File: src/common/gray_pkg.sv
package gray_pkg;

    // --------------------------------------------------
    // widths
    // --------------------------------------------------

    localparam int CH_W = 10;
    localparam int LEN_W = 20;

    // each weight fits in seven bits, so a product needs CH_W + 7 bits.
    localparam int WGT_W = 7;
    localparam int PROD_W = CH_W + WGT_W;

    // the pipeline holds at most four pixels between reader and output.
    localparam int FLIGHT_W = 3;

    localparam logic [CH_W-1:0] CH_MAX = '1;

    // --------------------------------------------------
    // luma weights and shifts
    // --------------------------------------------------

    // fixed-point weights of roughly 0.30, 0.59 and 0.14.
    localparam logic [WGT_W-1:0] W_RED = 7'd19;
    localparam logic [WGT_W-1:0] W_GREEN = 7'd75;
    localparam logic [WGT_W-1:0] W_BLUE = 7'd37;

    localparam int SH_RED = 6;
    localparam int SH_GREEN = 7;
    localparam int SH_BLUE = 8;

    // a gray value above this is bright, so bw goes to 0.
    localparam logic [CH_W-1:0] BW_THRESHOLD = 10'd512;

    // a spread above this marks the pixel as vivid.
    localparam logic [CH_W-1:0] VIVID_THRESHOLD = 10'd256;

    // --------------------------------------------------
    // pixel types
    // --------------------------------------------------

    typedef struct packed {
        logic [CH_W-1:0] red;
        logic [CH_W-1:0] green;
        logic [CH_W-1:0] blue;
    } rgb_t;

    typedef struct packed {
        logic [CH_W-1:0] gray;
    } luma_t;

    typedef struct packed {
        logic [CH_W-1:0] spread;
    } spread_t;

    typedef struct packed {
        logic [CH_W-1:0] gray;
        logic            bw;
        logic            vivid;
    } gray_pix_t;

endpackage

File: src/hw/frame_reader.sv
`timescale 1ns/1ps

module frame_reader (
    input  logic                         i_clk,
    input  logic                         i_rst_n,
    input  logic                         i_start,
    input  logic [gray_pkg::LEN_W-1:0]   i_frame_len,
    output logic                         o_mem_req,
    input  logic                         i_mem_ack,
    input  gray_pkg::rgb_t               i_mem_pix,
    output gray_pkg::rgb_t               o_pix,
    output logic                         o_valid,
    input  logic                         i_ready,
    input  logic                         i_last_out,
    output logic                         o_busy
);

    typedef enum logic [2:0] {
        S_IDLE,
        S_FETCH,
        S_HANDOFF,
        S_DRAIN,
        S_WAIT_LOW
    } state_t;

    state_t                       state_r;
    logic [gray_pkg::LEN_W-1:0]   len_r;
    logic [gray_pkg::LEN_W-1:0]   cnt_r;
    logic                         req_r;
    logic                         got_ack;
    gray_pkg::rgb_t               pix_r;

    assign got_ack = (state_r == S_FETCH) && req_r && i_mem_ack;

    assign o_mem_req = req_r;
    assign o_pix = pix_r;
    assign o_valid = (state_r == S_HANDOFF);
    assign o_busy = (state_r == S_FETCH) || (state_r == S_HANDOFF) || (state_r == S_DRAIN);

    always_ff @(posedge i_clk or negedge i_rst_n) begin
        if (!i_rst_n) begin
            state_r <= S_IDLE;
            len_r <= '0;
            cnt_r <= '0;
            req_r <= 1'b0;
        end else begin
            case (state_r)
                S_IDLE: begin
                    if (i_start) begin
                        len_r <= i_frame_len;
                        cnt_r <= '0;
                        state_r <= (i_frame_len == '0) ? S_WAIT_LOW : S_FETCH;
                    end
                end
                S_FETCH: begin
                    // a new request only goes out once memory has released ack.
                    if (got_ack) begin
                        req_r <= 1'b0;
                        cnt_r <= cnt_r + 1'b1;
                        state_r <= S_HANDOFF;
                    end else if (!req_r && !i_mem_ack) begin
                        req_r <= 1'b1;
                    end
                end
                S_HANDOFF: begin
                    if (i_ready) begin
                        state_r <= (cnt_r == len_r) ? S_DRAIN : S_FETCH;
                    end
                end
                S_DRAIN: begin
                    if (i_last_out) begin
                        state_r <= S_WAIT_LOW;
                    end
                end
                S_WAIT_LOW: begin
                    if (!i_start) begin
                        state_r <= S_IDLE;
                    end
                end
                default: state_r <= S_IDLE;
            endcase
        end
    end

    always_ff @(posedge i_clk) begin
        if (got_ack) begin
            pix_r <= i_mem_pix;
        end
    end

    // the previous ack must have been low when req comes up again.
    assert property (@(posedge i_clk) disable iff (!i_rst_n)
        $rose(o_mem_req) |-> !$past(i_mem_ack));

    assert property (@(posedge i_clk) disable iff (!i_rst_n)
        (o_valid && !i_ready) |=> (o_valid && $stable(o_pix)));

endmodule

File: src/hw/stage_skid.sv
`timescale 1ns/1ps

module stage_skid #(
    parameter type T = logic [7:0]
) (
    input  logic i_clk,
    input  logic i_rst_n,
    input  T     i_data,
    input  logic i_valid,
    output logic o_ready,
    output T     o_data,
    output logic o_valid,
    input  logic i_ready
);

    T           mem_r [2];
    logic [1:0] count_r;
    logic       wr_ptr_r;
    logic       rd_ptr_r;
    logic       bypass;
    logic       push;
    logic       pop;

    // ready comes from the fill level alone, so the downstream ready
    // never reaches the upstream stage in the same cycle.
    assign o_ready = (count_r != 2'd2);
    assign o_valid = (count_r != 2'd0) || i_valid;
    assign o_data = (count_r != 2'd0) ? mem_r[rd_ptr_r] : i_data;

    // an empty buffer passes the input straight on when it can.
    assign bypass = (count_r == 2'd0) && i_valid && i_ready;
    assign push = i_valid && o_ready && !bypass;
    assign pop = (count_r != 2'd0) && i_ready;

    always_ff @(posedge i_clk or negedge i_rst_n) begin
        if (!i_rst_n) begin
            count_r <= 2'd0;
            wr_ptr_r <= 1'b0;
            rd_ptr_r <= 1'b0;
        end else begin
            if (push && !pop) begin
                count_r <= count_r + 2'd1;
            end else if (pop && !push) begin
                count_r <= count_r - 2'd1;
            end
            if (push) begin
                wr_ptr_r <= ~wr_ptr_r;
            end
            if (pop) begin
                rd_ptr_r <= ~rd_ptr_r;
            end
        end
    end

    always_ff @(posedge i_clk) begin
        if (push) begin
            mem_r[wr_ptr_r] <= i_data;
        end
    end

    assert property (@(posedge i_clk) disable iff (!i_rst_n)
        count_r != 2'd3);

endmodule

File: src/convert/luma_weigher.sv
`timescale 1ns/1ps

module luma_weigher (
    input  logic            i_clk,
    input  logic            i_rst_n,
    input  gray_pkg::rgb_t  i_pix,
    input  logic            i_valid,
    output logic            o_ready,
    output gray_pkg::luma_t o_luma,
    output logic            o_valid,
    input  logic            i_ready
);

    logic [gray_pkg::PROD_W-1:0] red_prod;
    logic [gray_pkg::PROD_W-1:0] green_prod;
    logic [gray_pkg::PROD_W-1:0] blue_prod;
    logic [gray_pkg::PROD_W-1:0] sum;
    logic [gray_pkg::CH_W-1:0]   gray_sat;
    logic                        take;
    logic                        valid_r;
    gray_pkg::luma_t             luma_r;

    // --------------------------------------------------
    // weighted sum
    // --------------------------------------------------

    assign red_prod = i_pix.red * gray_pkg::W_RED;
    assign green_prod = i_pix.green * gray_pkg::W_GREEN;
    assign blue_prod = i_pix.blue * gray_pkg::W_BLUE;

    assign sum = (red_prod >> gray_pkg::SH_RED)
               + (green_prod >> gray_pkg::SH_GREEN)
               + (blue_prod >> gray_pkg::SH_BLUE);

    // full-scale inputs sum to a little over 1023, so clip there.
    assign gray_sat = (sum > gray_pkg::PROD_W'(gray_pkg::CH_MAX)) ?
                      gray_pkg::CH_MAX : sum[gray_pkg::CH_W-1:0];

    // --------------------------------------------------
    // output register
    // --------------------------------------------------

    assign o_ready = !valid_r || i_ready;
    assign take = i_valid && o_ready;
    assign o_valid = valid_r;
    assign o_luma = luma_r;

    always_ff @(posedge i_clk or negedge i_rst_n) begin
        if (!i_rst_n) begin
            valid_r <= 1'b0;
        end else if (take) begin
            valid_r <= 1'b1;
        end else if (i_ready) begin
            valid_r <= 1'b0;
        end
    end

    always_ff @(posedge i_clk) begin
        if (take) begin
            luma_r.gray <= gray_sat;
        end
    end

endmodule

File: src/convert/chroma_spread.sv
`timescale 1ns/1ps

module chroma_spread (
    input  logic              i_clk,
    input  logic              i_rst_n,
    input  gray_pkg::rgb_t    i_pix,
    input  logic              i_valid,
    output logic              o_ready,
    output gray_pkg::spread_t o_spread,
    output logic              o_valid,
    input  logic              i_ready
);

    logic [gray_pkg::CH_W-1:0] max_rg;
    logic [gray_pkg::CH_W-1:0] min_rg;
    logic [gray_pkg::CH_W-1:0] ch_max;
    logic [gray_pkg::CH_W-1:0] ch_min;
    logic                      take;
    logic                      valid_r;
    gray_pkg::spread_t         spread_r;

    // largest and smallest of the three channels.
    assign max_rg = (i_pix.red > i_pix.green) ? i_pix.red : i_pix.green;
    assign min_rg = (i_pix.red > i_pix.green) ? i_pix.green : i_pix.red;
    assign ch_max = (max_rg > i_pix.blue) ? max_rg : i_pix.blue;
    assign ch_min = (min_rg < i_pix.blue) ? min_rg : i_pix.blue;

    assign o_ready = !valid_r || i_ready;
    assign take = i_valid && o_ready;
    assign o_valid = valid_r;
    assign o_spread = spread_r;

    always_ff @(posedge i_clk or negedge i_rst_n) begin
        if (!i_rst_n) begin
            valid_r <= 1'b0;
        end else if (take) begin
            valid_r <= 1'b1;
        end else if (i_ready) begin
            valid_r <= 1'b0;
        end
    end

    // max is never below min, so the difference cannot wrap.
    always_ff @(posedge i_clk) begin
        if (take) begin
            spread_r.spread <= ch_max - ch_min;
        end
    end

endmodule

File: src/convert/pixel_classifier.sv
`timescale 1ns/1ps

module pixel_classifier (
    input  logic                i_clk,
    input  logic                i_rst_n,
    input  gray_pkg::luma_t     i_luma,
    input  logic                i_luma_valid,
    output logic                o_luma_ready,
    input  gray_pkg::spread_t   i_spread,
    input  logic                i_spread_valid,
    output logic                o_spread_ready,
    output gray_pkg::gray_pix_t o_pix,
    output logic                o_valid,
    input  logic                i_ready
);

    logic                take;
    logic                valid_r;
    gray_pkg::gray_pix_t pix_r;

    // both inputs are consumed together, and only when the output can move.
    assign take = i_luma_valid && i_spread_valid && (!valid_r || i_ready);
    assign o_luma_ready = take;
    assign o_spread_ready = take;

    assign o_valid = valid_r;
    assign o_pix = pix_r;

    always_ff @(posedge i_clk or negedge i_rst_n) begin
        if (!i_rst_n) begin
            valid_r <= 1'b0;
        end else if (take) begin
            valid_r <= 1'b1;
        end else if (i_ready) begin
            valid_r <= 1'b0;
        end
    end

    always_ff @(posedge i_clk) begin
        if (take) begin
            pix_r.gray <= i_luma.gray;
            // bw is 1 for dark pixels.
            pix_r.bw <= (i_luma.gray > gray_pkg::BW_THRESHOLD) ? 1'b0 : 1'b1;
            pix_r.vivid <= (i_spread.spread > gray_pkg::VIVID_THRESHOLD) ? 1'b1 : 1'b0;
        end
    end

    // the luma and chroma streams run in lockstep, so a lone valid means they
    // have shifted apart.
    assert property (@(posedge i_clk) disable iff (!i_rst_n)
        i_luma_valid == i_spread_valid);

endmodule

File: src/hw/grayscale_top.sv
`timescale 1ns/1ps

module grayscale_top (
    input  logic                       i_clk,
    input  logic                       i_rst_n,
    input  logic                       i_start,
    input  logic [gray_pkg::LEN_W-1:0] i_frame_len,
    output logic                       o_mem_req,
    input  logic                       i_mem_ack,
    input  gray_pkg::rgb_t             i_mem_pix,
    output gray_pkg::gray_pix_t        o_pix,
    output logic                       o_valid,
    input  logic                       i_ready,
    output logic                       o_busy
);

    gray_pkg::rgb_t                rd_pix;
    logic                          rd_valid;
    logic                          luma_in_ready;
    logic                          chroma_in_ready;
    logic                          path_ready;
    logic                          path_valid;
    gray_pkg::luma_t               luma_d;
    logic                          luma_valid;
    logic                          luma_ready;
    gray_pkg::spread_t             spread_d;
    logic                          spread_valid;
    logic                          spread_ready;
    gray_pkg::luma_t               luma_q;
    logic                          luma_q_valid;
    logic                          luma_q_ready;
    gray_pkg::spread_t             spread_q;
    logic                          spread_q_valid;
    logic                          spread_q_ready;
    logic                          out_fire;
    logic                          last_out;
    logic [gray_pkg::FLIGHT_W-1:0] flight_r;

    // --------------------------------------------------
    // path handshake and frame end detection
    // --------------------------------------------------

    assign path_ready = luma_in_ready && chroma_in_ready;
    assign path_valid = rd_valid && path_ready;
    assign out_fire = o_valid && i_ready;

    // the reader only listens to this while draining, when nothing new enters.
    assign last_out = out_fire && (flight_r == gray_pkg::FLIGHT_W'(1));

    always_ff @(posedge i_clk or negedge i_rst_n) begin
        if (!i_rst_n) begin
            flight_r <= '0;
        end else if (path_valid && !out_fire) begin
            flight_r <= flight_r + 1'b1;
        end else if (out_fire && !path_valid) begin
            flight_r <= flight_r - 1'b1;
        end
    end

    frame_reader u_reader (
        .i_clk(i_clk), .i_rst_n(i_rst_n), .i_start(i_start), .i_frame_len(i_frame_len),
        .o_mem_req(o_mem_req), .i_mem_ack(i_mem_ack), .i_mem_pix(i_mem_pix),
        .o_pix(rd_pix), .o_valid(rd_valid), .i_ready(path_ready),
        .i_last_out(last_out), .o_busy(o_busy)
    );

    luma_weigher u_luma (
        .i_clk(i_clk), .i_rst_n(i_rst_n), .i_pix(rd_pix), .i_valid(path_valid),
        .o_ready(luma_in_ready), .o_luma(luma_d), .o_valid(luma_valid), .i_ready(luma_ready)
    );

    chroma_spread u_chroma (
        .i_clk(i_clk), .i_rst_n(i_rst_n), .i_pix(rd_pix), .i_valid(path_valid),
        .o_ready(chroma_in_ready), .o_spread(spread_d), .o_valid(spread_valid),
        .i_ready(spread_ready)
    );

    stage_skid #(.T(gray_pkg::luma_t)) u_luma_skid (
        .i_clk(i_clk), .i_rst_n(i_rst_n), .i_data(luma_d), .i_valid(luma_valid),
        .o_ready(luma_ready), .o_data(luma_q), .o_valid(luma_q_valid), .i_ready(luma_q_ready)
    );

    stage_skid #(.T(gray_pkg::spread_t)) u_spread_skid (
        .i_clk(i_clk), .i_rst_n(i_rst_n), .i_data(spread_d), .i_valid(spread_valid),
        .o_ready(spread_ready), .o_data(spread_q), .o_valid(spread_q_valid),
        .i_ready(spread_q_ready)
    );

    pixel_classifier u_classifier (
        .i_clk(i_clk), .i_rst_n(i_rst_n),
        .i_luma(luma_q), .i_luma_valid(luma_q_valid), .o_luma_ready(luma_q_ready),
        .i_spread(spread_q), .i_spread_valid(spread_q_valid), .o_spread_ready(spread_q_ready),
        .o_pix(o_pix), .o_valid(o_valid), .i_ready(i_ready)
    );

endmodule

File: config.mk
export PLATFORM = sky130hd
export DESIGN_NAME = grayscale_top
export DESIGN_NICKNAME = d
export VERILOG_FILES = /design/src/common/gray_pkg.sv /design/src/hw/frame_reader.sv /design/src/hw/stage_skid.sv /design/src/convert/luma_weigher.sv /design/src/convert/chroma_spread.sv /design/src/convert/pixel_classifier.sv /design/src/hw/grayscale_top.sv
export SDC_FILE = /design/constraint.sdc
export NUM_CORES = 1
export LEC_CHECK = 0
export ABC_CLOCK_PERIOD_IN_PS = 6500
export BUFFER_PORTS_ARGS = -buffer_cell sky130_fd_sc_hd__buf_2
export CORE_ASPECT_RATIO = 0.7
export CORE_MARGIN = 2
export CORE_UTILIZATION = 45
export DETAILED_ROUTE_END_ITERATION = 16
export GPL_ROUTABILITY_DRIVEN = 0
export GPL_TIMING_DRIVEN = 0
export HOLD_SLACK_MARGIN = 0.05
export PLACE_DENSITY = 0.71
export SLEW_MARGIN = 20
export SYNTH_ARGS = -nofsm -noshare
export SYNTH_HDL_FRONTEND = slang
export SYNTH_SLANG_ARGS = --single-unit
File: constraint.sdc
create_clock -name i_clk -period 6.5 [get_ports i_clk]
set_input_delay 0.975 -clock i_clk [delete_from_list [all_inputs] [get_ports i_clk]]
set_output_delay 0.975 -clock i_clk [all_outputs]
set_load 0.02 [all_outputs]
==> run_results.csv, run 1 <==
group,metric,value,unit
floorplanning,die_area,25400,µm²
cells_and_area,diodes,0,
place,io_buffer_count,69,
synthesis,syn-num-nets,1240,
worst_setup_path,crit_top_cell,"ha_1",
worst_setup_path,arrival,6.22,ns
timing,worst_pin_slew,0.879,ns
detailed_routing,drt-initial-drc-count,549,
cts,h-tree-depth,4,
floorplanning,pin_count,70,
cells_and_area,area_delta_synth_final,15.2,%
detailed_routing,dr.pass1.iters,5,
timing,skew,0.0107,ns
cells_and_area,final_cell_count_no_fill,1453,
worst_setup_path,critPathCapture,"u_luma.o_luma[5]",
timing,fin_crit,6.03,ns
detailed_routing,routed_wirelength,22000,µm
detailed_routing,detail_route.vias_per_cell,5.20,
timing,relSlewSlack,41.2,%
timing,finalCritPeriodShare,92.7,%
synthesis,yosysSeqAreaShare,41.6,%
worst_setup_path,worst_r2r_endpoint,"u_luma.o_luma[5]",
synthesis,ys_types,54,
cells_and_area,final_area,12500,µm²
synthesis,synth_cells,1010,
timing,maxSlewViolCount,0,
place,place_inst,1398,
synthesis,ys_seq_elements,160,
cts,clkLatencyLatePin,0.44,ns
timing,setup_slack,0.474,ns
synthesis,synth_edf_count,102,
floorplanning,core,23600,µm²
worst_setup_path,cp-start-kind,"register",
global_route,grt_pass1_vias,7420,
detailed_routing,wl_per_cell,15.2,µm
worst_setup_path,crit_start,"u_reader.o_pix[15]",
timing,hold_slack,0.470,ns
worst_setup_path,worst-setup-path-type,"reg2reg",
cells_and_area,layout-drive-gt1-share,15.2,%
detailed_routing,num_vias,7555,
timing,max_freq,166,MHz
global_route,grt_use_total,18.4,%
worst_setup_path,worst_setup_path_end_kind,"register",
cells_and_area,multiInputGateArea,5970,µm²
floorplanning,row_count,47,
worst_setup_path,path_depth,27,
place,post-dp-hpwl,16700,µm
cts,hold_buffers,0,
worst_setup_path,r2r_start,"u_reader.o_pix[15]",
cts,cts_made_buffers,17,
worst_setup_path,crit_path_max_incr_delay,0.54,ns
floorplanning,start_util,45.9,%
cts,cts.sinks,160,
place,dpl_cell_area,11600,µm²
worst_setup_path,crit_family,"adder cells",
synthesis,ys.flop_type,"edfxtp_1",
synthesis,synth_area_per_cell,10.8,µm²
worst_setup_path,crit_path_top_delay_cell,"fa_1",
min_path,hp-start,"flight_r[2]",
cts,clkSlewWorstSetupHoldPaths,0.07,ns
cells_and_area,final_nets,1352,
cells_and_area,register_area,4510,µm²
place,dp_slack,-0.311,ns
worst_setup_path,crit_required,6.69,ns
timing,finalHoldViolations,0,
global_route,grt_overflow,0,
cells_and_area,num-fill-cells,2087,
min_path,min_path_type,"reg2reg",
synthesis,async_reset_ff_share,36.3,%
cts,cts_root_buf,"clkbuf_16",
synthesis,syn_area,10900,µm²
detailed_routing,drc,0,
detailed_routing,drtAntennaViolNets,0,
worst_setup_path,reg2regPathDepth,27,
run,drv_cap,0,
synthesis,synth-warning-count,0,
global_route,grt_max_degree,59,
cts,cts_tree,"done",
global_route,antenna_found_initial,0,
worst_setup_path,worst-path-buf-inv,4,
worst_setup_path,ff2ff_setup_slack,0.47,ns
floorplanning,die_w,190,µm
outcome,status,"completed",
cts,cts_buffer_depth,2,
global_route,grt_first_pass_wirelength,36600,µm
worst_setup_path,cp_max_fo,10,
timing,setup_violations,0,
floorplanning,die_h,134,µm
[final cells by class]
class | instances | area share [%]
Buffer | 18 | 0.650
Clock buffer | 18 | 3.60
Clock inverter | 14 | 1.49
Inverter | 99 | 2.97
Multi-Input combinational cell | 733 | 47.8
Sequential cell | 160 | 36.1
Tap cell | 318 | 3.18
Timing Repair Buffer | 93 | 4.25
[layout by cell type, fill, tap and decap left out, types with 6 or more instances in the layout]
cell	n
clkbuf_1	12
nor3_1	14
nor4_1	14
fa_1	23
xor2_1	35
o21ai_0	53
ha_1	152
nor2_1	70
a21oi_1	31
o21a_1	12
buf_2	69
a21o_1	19
edfxtp_1	102
xnor2_1	53
nand2b_1	10
clkbuf_16	18
o21ai_1	8
mux2_2	27
nand2_1	84
nand4_1	15
mux2i_1	24
buf_4	24
nand3_1	11
and3_1	6
dfrtp_1	58
inv_1	98
nor2b_1	14
[worst min-delay path by stage]
stage                         endpoint  slack (ns)  cells past startpoint
2_1_floorplan              flight_r[2]        0.44                      1
3_3_place_gp               flight_r[2]        0.46                      1
3_5_place_dp               flight_r[2]        0.46                      1
4_1_cts                    flight_r[2]        0.47                      1
5_1_grt        u_luma_skid.mem_r[0][3]        0.48                      0
6_report                   flight_r[2]        0.47                      1
[synth_stat cells, types with 19 or more instances]
cell        n  area share [%]
inv_1      99             3.4
ha_1      152              18
nand2_1    84             2.9
o21ai_0    61             2.8
a21oi_1    34             1.6
mux2i_1    24             2.2
xnor2_1    54             4.4
mux2_2     27             2.8
edfxtp_1  102              28
a21o_1     19             1.3
fa_1       23             4.2
xor2_1     35             2.8
dfrtp_1    58              13
nor2_1     70             2.4
[per-layer routing]
| layer | track usage [%] | vias up | part of all wire (%) |
|---|---|---|---|
| li1 | - | 3801 | - |
| met1 | 26.3 | 3597 | 50 |
| met2 | 28.2 | 129 | 44 |
| met3 | 3.69 | 28 | 3.9 |
| met4 | 5.47 | 0 | 1.4 |
| met5 | 0 | - | 0 |
[kinds of logic after synthesis]
| logic type | after synthesis | share of synthesized area [%] |
|---|---|---|
| buffers and inverters | 117 | 4.07 |
| and+or+nand+nor | 256 | 11.0 |
| muxes | 52 | 5.15 |
| adders and majority gates | 175 | 21.8 |
| DFF | 160 | 41.6 |
| xor gates and xnor gates | 89 | 7.18 |
| AOI/OAI and AO/OA | 161 | 9.24 |
[metrics by stage]
stage	TNS [ns]	utilization [%]
3_3_place_gp	-0.353	49.1
3_5_place_dp	-0.622	49.2
2_1_floorplan	0	-
6_report	0	52.9
4_1_cts	0	52.0
5_1_grt	-0.0455	52.9
[what timing repair did]
item | CTS | global route
endpoints found under the setup margin | 3 | 15
setup buffers | 3 | 20
pin swaps | 0 | 2
gates resized for setup | 3 | 24
gates cloned | 0 | 0
[registers in the layout, indices dropped and copies added (netlist names), 2 cells and up]
register and flops:
u_reader.len_r 20, u_luma.o_luma 10, u_spread_skid.mem_r 20, u_luma_skid.count_r 2, u_chroma.o_spread 10, u_reader.cnt_r 20, u_reader.o_pix 30, flight_r 3
u_classifier.o_pix 12, u_spread_skid.count_r 2, u_reader.state_r 3, u_luma_skid.mem_r 20
[worst register-to-register path: cells and delay by family, from the launching register on]
| kind | cells | cell delay (ns) |
|---|---|---|
| flops | 1 | 0.46 |
| fa+ha+maj | 7 | 2.66 |
| compound gates | 6 | 0.98 |
| simple gates | 8 | 0.92 |
| xor+xnor | 2 | 0.27 |
| buf+inv | 4 | 0.50 |
Power of run 1 is not shown: default switching activity piles up to over one toggle a cycle in this logic, so the estimate is an artifact.
==> run 2: changes to the inputs <==
--- a/config.mk
+++ b/config.mk
@@ -10,10 +10,12 @@
 export CORE_ASPECT_RATIO = 0.7
 export CORE_MARGIN = 2
 export CORE_UTILIZATION = 45
+export CTS_BUF_LIST = sky130_fd_sc_hd__clkbuf_4 sky130_fd_sc_hd__clkbuf_8
 export DETAILED_ROUTE_END_ITERATION = 16
 export GPL_ROUTABILITY_DRIVEN = 0
 export GPL_TIMING_DRIVEN = 0
 export HOLD_SLACK_MARGIN = 0.05
+export MAX_ROUTING_LAYER = met4
 export PLACE_DENSITY = 0.71
 export SLEW_MARGIN = 20
 export SYNTH_ARGS = -nofsm -noshare
==> run 2 against run 1 <==
Effect of this change:
- sequential share of layout area is 0.60 points higher
- cell count hardly changed
- flip-flop and latch count did not move
- highest routed layer unchanged
- largest cell class unchanged
- count of clock-buffer cells in the layout down 1
==> run_results.csv, run 2 (synthesized netlist as in run 1, its figures left out) <==
group,metric,value,unit
outcome,status,"completed",
cells_and_area,diodes,0,
timing,maxSlewViolCount,0,
floorplanning,row_count,47,
timing,finalHoldViolations,0,
worst_setup_path,crit_top_cell,"ha_1",
worst_setup_path,crit_path_max_incr_delay,0.53,ns
cells_and_area,num-fill-cells,2124,
cells_and_area,layout_common_cells,"ha_1, edfxtp_1, inv_1",
timing,relSlewSlack,41.4,%
detailed_routing,dr.pass1.iters,7,
floorplanning,start_util,45.9,%
cells_and_area,layout-drive-gt1-share,14.9,%
timing,max_freq,165,MHz
cts,cts_made_buffers,17,
run,drv_cap,0,
worst_setup_path,crit_family,"adder cells",
worst_setup_path,worst_setup_path_end_kind,"register",
timing,worst_pin_slew,0.875,ns
floorplanning,die_h,134,µm
global_route,grt_first_pass_wirelength,36200,µm
global_route,grt_overflow,0,
detailed_routing,detail_route.vias_per_cell,5.21,
timing,skew,0.0165,ns
global_route,antenna_found_initial,0,
detailed_routing,routed_wirelength,21900,µm
floorplanning,die_w,190,µm
global_route,grt_use_total,18.7,%
worst_setup_path,reg2regPathDepth,27,
floorplanning,die_area,25400,µm²
timing,setup_violations,0,
min_path,worstHoldPathCells,1,
place,post-dp-hpwl,16700,µm
worst_setup_path,cp_max_fo,10,
cts,clkSlewWorstSetupHoldPaths,0.10,ns
global_route,grt_pass1_vias,7439,
cells_and_area,final_nets,1351,
worst_setup_path,crit_path_top_delay_cell,"edfxtp_1",
detailed_routing,num_vias,7572,
cts,cts_buffer_depth,2,
cells_and_area,layout_commonest_cell,"ha_1",
cells_and_area,largest_register_ff_count,30,
cells_and_area,final_cell_count_no_fill,1452,
place,place_inst,1398,
floorplanning,core,23600,µm²
cts,cts_root_buf,"clkbuf_8",
detailed_routing,drtAntennaViolNets,0,
timing,setup_slack,0.446,ns
timing,finalCritPeriodShare,93.1,%
worst_setup_path,crit_required,6.73,ns
detailed_routing,drc,0,
worst_setup_path,worst-path-buf-inv,3,
cts,cts_tree,"done",
cts,clkLatencyLatePin,0.48,ns
cells_and_area,area_delta_synth_final,13.3,%
worst_setup_path,worst-setup-path-type,"reg2reg",
cts,h-tree-depth,4,
detailed_routing,drt-initial-drc-count,492,
place,io_buffer_count,69,
worst_setup_path,arrival,6.29,ns
floorplanning,pin_count,70,
detailed_routing,wl_per_cell,15.1,µm
place,dp_slack,-0.311,ns
global_route,grt_max_degree,59,
timing,fin_crit,6.05,ns
worst_setup_path,path_depth,27,
min_path,min_path_type,"reg2reg",
cts,cts.sinks,160,
worst_setup_path,cp-start-kind,"register",
-- run 2: cell count changes in the layout (fill, tap and decap cells not counted), moves of 2 or more --
| cell | previous run | this run |
|---|---|---|
| a21oi_2 | 3 | 1 |
| a21oi_1 | 31 | 33 |
| clkbuf_16 | 18 | 0 |
| clkbuf_8 | 0 | 17 |
-- run 2: routing by layer --
| metal | wire [µm] | global-route usage (%) |
|---|---|---|
| met1 | 11100 | 25.8 |
| met2 | 9620 | 28.0 |
| met3 | 846 | 3.69 |
| met4 | 275 | 5.68 |
| met5 | 0 | - |
-- run 2: worst paths after layout --
path	start	slack, ns	end
worst max-delay path	u_reader.o_pix[14]	0.45	u_luma.o_luma[5]
worst min-delay path	flight_r[2]	0.47	flight_r[2]
worst max register to register	u_reader.o_pix[14]	0.45	u_luma.o_luma[5]
worst min register to register	flight_r[2]	0.47	flight_r[2]
max in group asynchronous	i_rst_n	5.45	u_spread_skid.count_r[0]
min in group asynchronous	i_rst_n	0.56	u_reader.len_r[4]
-- run 2: layout make-up --
type                       count  area, µm²  share of cell area (%)
clock inverter                15        216                    1.76
clock buffer                  17        234                    1.90
buffer                        17       77.6                   0.631
inverter                      99        372                    3.02
timing repair buffer          93        532                    4.32
sequential                   160       4510                    36.7
tap                          318        398                    3.23
multi-input combinational    733       5960                    48.4
-- run 2: metrics by stage --
| step | cell area (µm²) | setup TNS [ns] | hold WS, ns | utilization [%] |
|---|---|---|---|---|
| 2_1_floorplan | 10900 | 0 | 0.443 | - |
| 3_3_place_gp | 11600 | -0.353 | 0.460 | 49.1 |
| 3_5_place_dp | 11600 | -0.622 | 0.460 | 49.2 |
| 4_1_cts | 12100 | 0 | 0.476 | 51.2 |
| 5_1_grt | 12300 | -0.0246 | 0.483 | 52.0 |
| 6_report | 12300 | 0 | 0.474 | 52.0 |
-- run 2: timing repair --
| item | CTS | global route |
|---|---|---|
| setup endpoints to repair | 3 | 15 |
| buffers inserted | 3 | 20 |
| pin swaps | 0 | 1 |
| resized for setup | 3 | 21 |
| hold buffers | 0 | 0 |
Power of run 2 is left out for the same reason.
==> run 3: changes to the inputs <==
--- a/config.mk
+++ b/config.mk
@@ -9,14 +9,14 @@
 export BUFFER_PORTS_ARGS = -buffer_cell sky130_fd_sc_hd__buf_2
 export CORE_ASPECT_RATIO = 0.7
 export CORE_MARGIN = 2
-export CORE_UTILIZATION = 45
+export CORE_UTILIZATION = 60
 export CTS_BUF_LIST = sky130_fd_sc_hd__clkbuf_4 sky130_fd_sc_hd__clkbuf_8
 export DETAILED_ROUTE_END_ITERATION = 16
 export GPL_ROUTABILITY_DRIVEN = 0
 export GPL_TIMING_DRIVEN = 0
 export HOLD_SLACK_MARGIN = 0.05
 export MAX_ROUTING_LAYER = met4
-export PLACE_DENSITY = 0.71
+export PLACE_DENSITY = 0.88
 export SLEW_MARGIN = 20
 export SYNTH_ARGS = -nofsm -noshare
 export SYNTH_HDL_FRONTEND = slang
==> run 3 against run 2 <==
Effect of this change:
- utilization up 16 points
- worst hold slack gained 0.014 ns
- via count grew 3.5%
- flip-flop and latch count unchanged
- worst setup slack worse by 0.18 ns
- highest routed layer unchanged
- die area down 24%
- routed wire length is 4.0% higher
==> run_results.csv, run 3 (synthesized netlist as in run 1, its figures left out) <==
group,metric,value,unit
floorplanning,start_util,60.8,%
cts,clkSlewWorstSetupHoldPaths,0.09,ns
floorplanning,row_count,41,
run,drv_cap,0,
detailed_routing,detail_route.vias_per_cell,5.72,
cells_and_area,num-fill-cells,1275,
floorplanning,die_area,19200,µm²
cts,h-tree-depth,4,
timing,setup_tns,0,ns
worst_setup_path,crit_top_cell,"ha_1",
min_path,min_path_type,"reg2reg",
worst_setup_path,crit_required,6.70,ns
cells_and_area,multiInputGateArea,5950,µm²
cells_and_area,register_area,4510,µm²
cells_and_area,area_delta_synth_final,11.6,%
place,io_buffer_count,69,
worst_setup_path,crit_path_max_incr_delay,0.48,ns
timing,finalCritPeriodShare,96.0,%
timing,hold_slack,0.488,ns
detailed_routing,drt-initial-drc-count,695,
global_route,grt_pass1_vias,7712,
timing,setup_violations,0,
worst_setup_path,crit_family,"compound AO/OA/AOI/OAI gates",
floorplanning,die_h,117,µm
detailed_routing,wl_per_cell,16.6,µm
cells_and_area,layout_common_cells,"ha_1, edfxtp_1, inv_1",
cts,cts_made_buffers,17,
worst_setup_path,arrival,6.44,ns
min_path,worstHoldPathCells,1,
detailed_routing,dr.pass1.iters,5,
place,place_inst,1315,
worst_setup_path,crit_start,"u_reader.o_pix[17]",
cells_and_area,diodes,0,
global_route,antenna_found_initial,0,
global_route,use_met2,39.7,%
global_route,grt_first_pass_wirelength,36600,µm
timing,maxSlewViolCount,0,
global_route,grt_util_met3,4.76,%
detailed_routing,routed_wirelength,22800,µm
timing,worst_pin_slew,0.969,ns
floorplanning,pin_count,70,
floorplanning,core,17900,µm²
cts,clkLatencyLatePin,0.46,ns
cts,cts.sinks,160,
global_route,grt_overflow,0,
worst_setup_path,crit_path_top_delay_cell,"edfxtp_1",
global_route,use_met1,33.7,%
worst_setup_path,path_depth,29,
timing,finalHoldViolations,0,
cells_and_area,largest_register_ff_count,30,
cells_and_area,final_nets,1351,
floorplanning,die_w,165,µm
cells_and_area,layout_commonest_cell,"ha_1",
detailed_routing,drtAntennaViolNets,0,
worst_setup_path,worst-setup-path-type,"reg2reg",
outcome,status,"completed",
detailed_routing,num_vias,7840,
cts,cts_root_buf,"clkbuf_8",
cells_and_area,layout-drive-gt1-share,14.6,%
timing,max_freq,160,MHz
worst_setup_path,worst_setup_path_end_kind,"register",
global_route,grt_max_degree,59,
timing,skew,0.0119,ns
worst_setup_path,worst-path-buf-inv,4,
detailed_routing,drc,0,
timing,relSlewSlack,34.9,%
worst_setup_path,reg2regPathDepth,29,
cells_and_area,final_cell_count_no_fill,1370,
min_path,hp-start,"flight_r[2]",
worst_setup_path,cp-start-kind,"register",
cts,cts_buffer_depth,2,
timing,fin_crit,6.24,ns
place,post-dp-hpwl,17300,µm
global_route,grt_busiest_layer,"met2",
worst_setup_path,r2r_start,"u_reader.o_pix[17]",
cts,cts_tree,"done",
worst_setup_path,cp_max_fo,10,
global_route,grt_use_total,25.3,%
==> run 3: cell types whose count changed in the layout (fill, tap and decap cells not counted), moves of 2 or more <==
cell / change
inv_8: -3
clkinvlp_4: +2
buf_4: +2
o21ai_1: -2
bufinv_16: -2
o21ai_0: +2
clkinv_1: +2
==> run 3: timing repair <==
item,4_1_cts,5_1_grt
setup buffers,1,23
resized for setup,5,15
hold buffers,0,0
gates cloned,0,0
setup endpoints to repair,3,13
pin swaps,0,1
==> run 3: through the flow <==
step           cell area, µm²  util [%]  worst slack, ns
4_1_cts                 11900      66.7          0.00680
3_5_place_dp            11500      64.5           -0.384
2_1_floorplan           10900         -            0.735
3_3_place_gp            11500      64.4           -0.187
6_report                12100      67.9            0.261
5_1_grt                 12100      67.9          -0.0115
==> run 3: cell type report <==
cell class,instances,area share [%]
clock inverters,14,1.11
inverters,99,3.07
plain buffers,17,0.640
flip-flops and latches,160,37.3
multi-input cells,733,49.1
clock buffers,18,1.99
well taps,236,2.44
repair buffers,93,4.36
==> run 3: worst paths after layout <==
check	slack (ns)	end
worst min register to register	0.49	flight_r[2]
worst min-delay path	0.49	flight_r[2]
min in group asynchronous	0.57	u_reader.state_r[0]
max in group asynchronous	5.41	u_reader.len_r[11]
worst max register to register	0.26	u_chroma.o_spread[9]
worst max-delay path	0.26	u_chroma.o_spread[9]
==> run 3: layer usage <==
layer / routed length, µm / share of wire (%)
met1: 10400 / 46
met4: 423 / 1.9
met2: 10500 / 46
met3: 1420 / 6.2
met5: 0 / 0
==> run 3: worst reg2reg max path, delay by kind of cell, from the launching register on <==
kind            cells  cell delay, ns
compound gates     14            2.65
fa+ha+maj           3            0.91
simple gates        6            0.75
buf+inv             4            0.65
flops               1            0.48
mux                 1            0.40
xor+xnor            1            0.16
Power of run 3 is left out for the same reason.
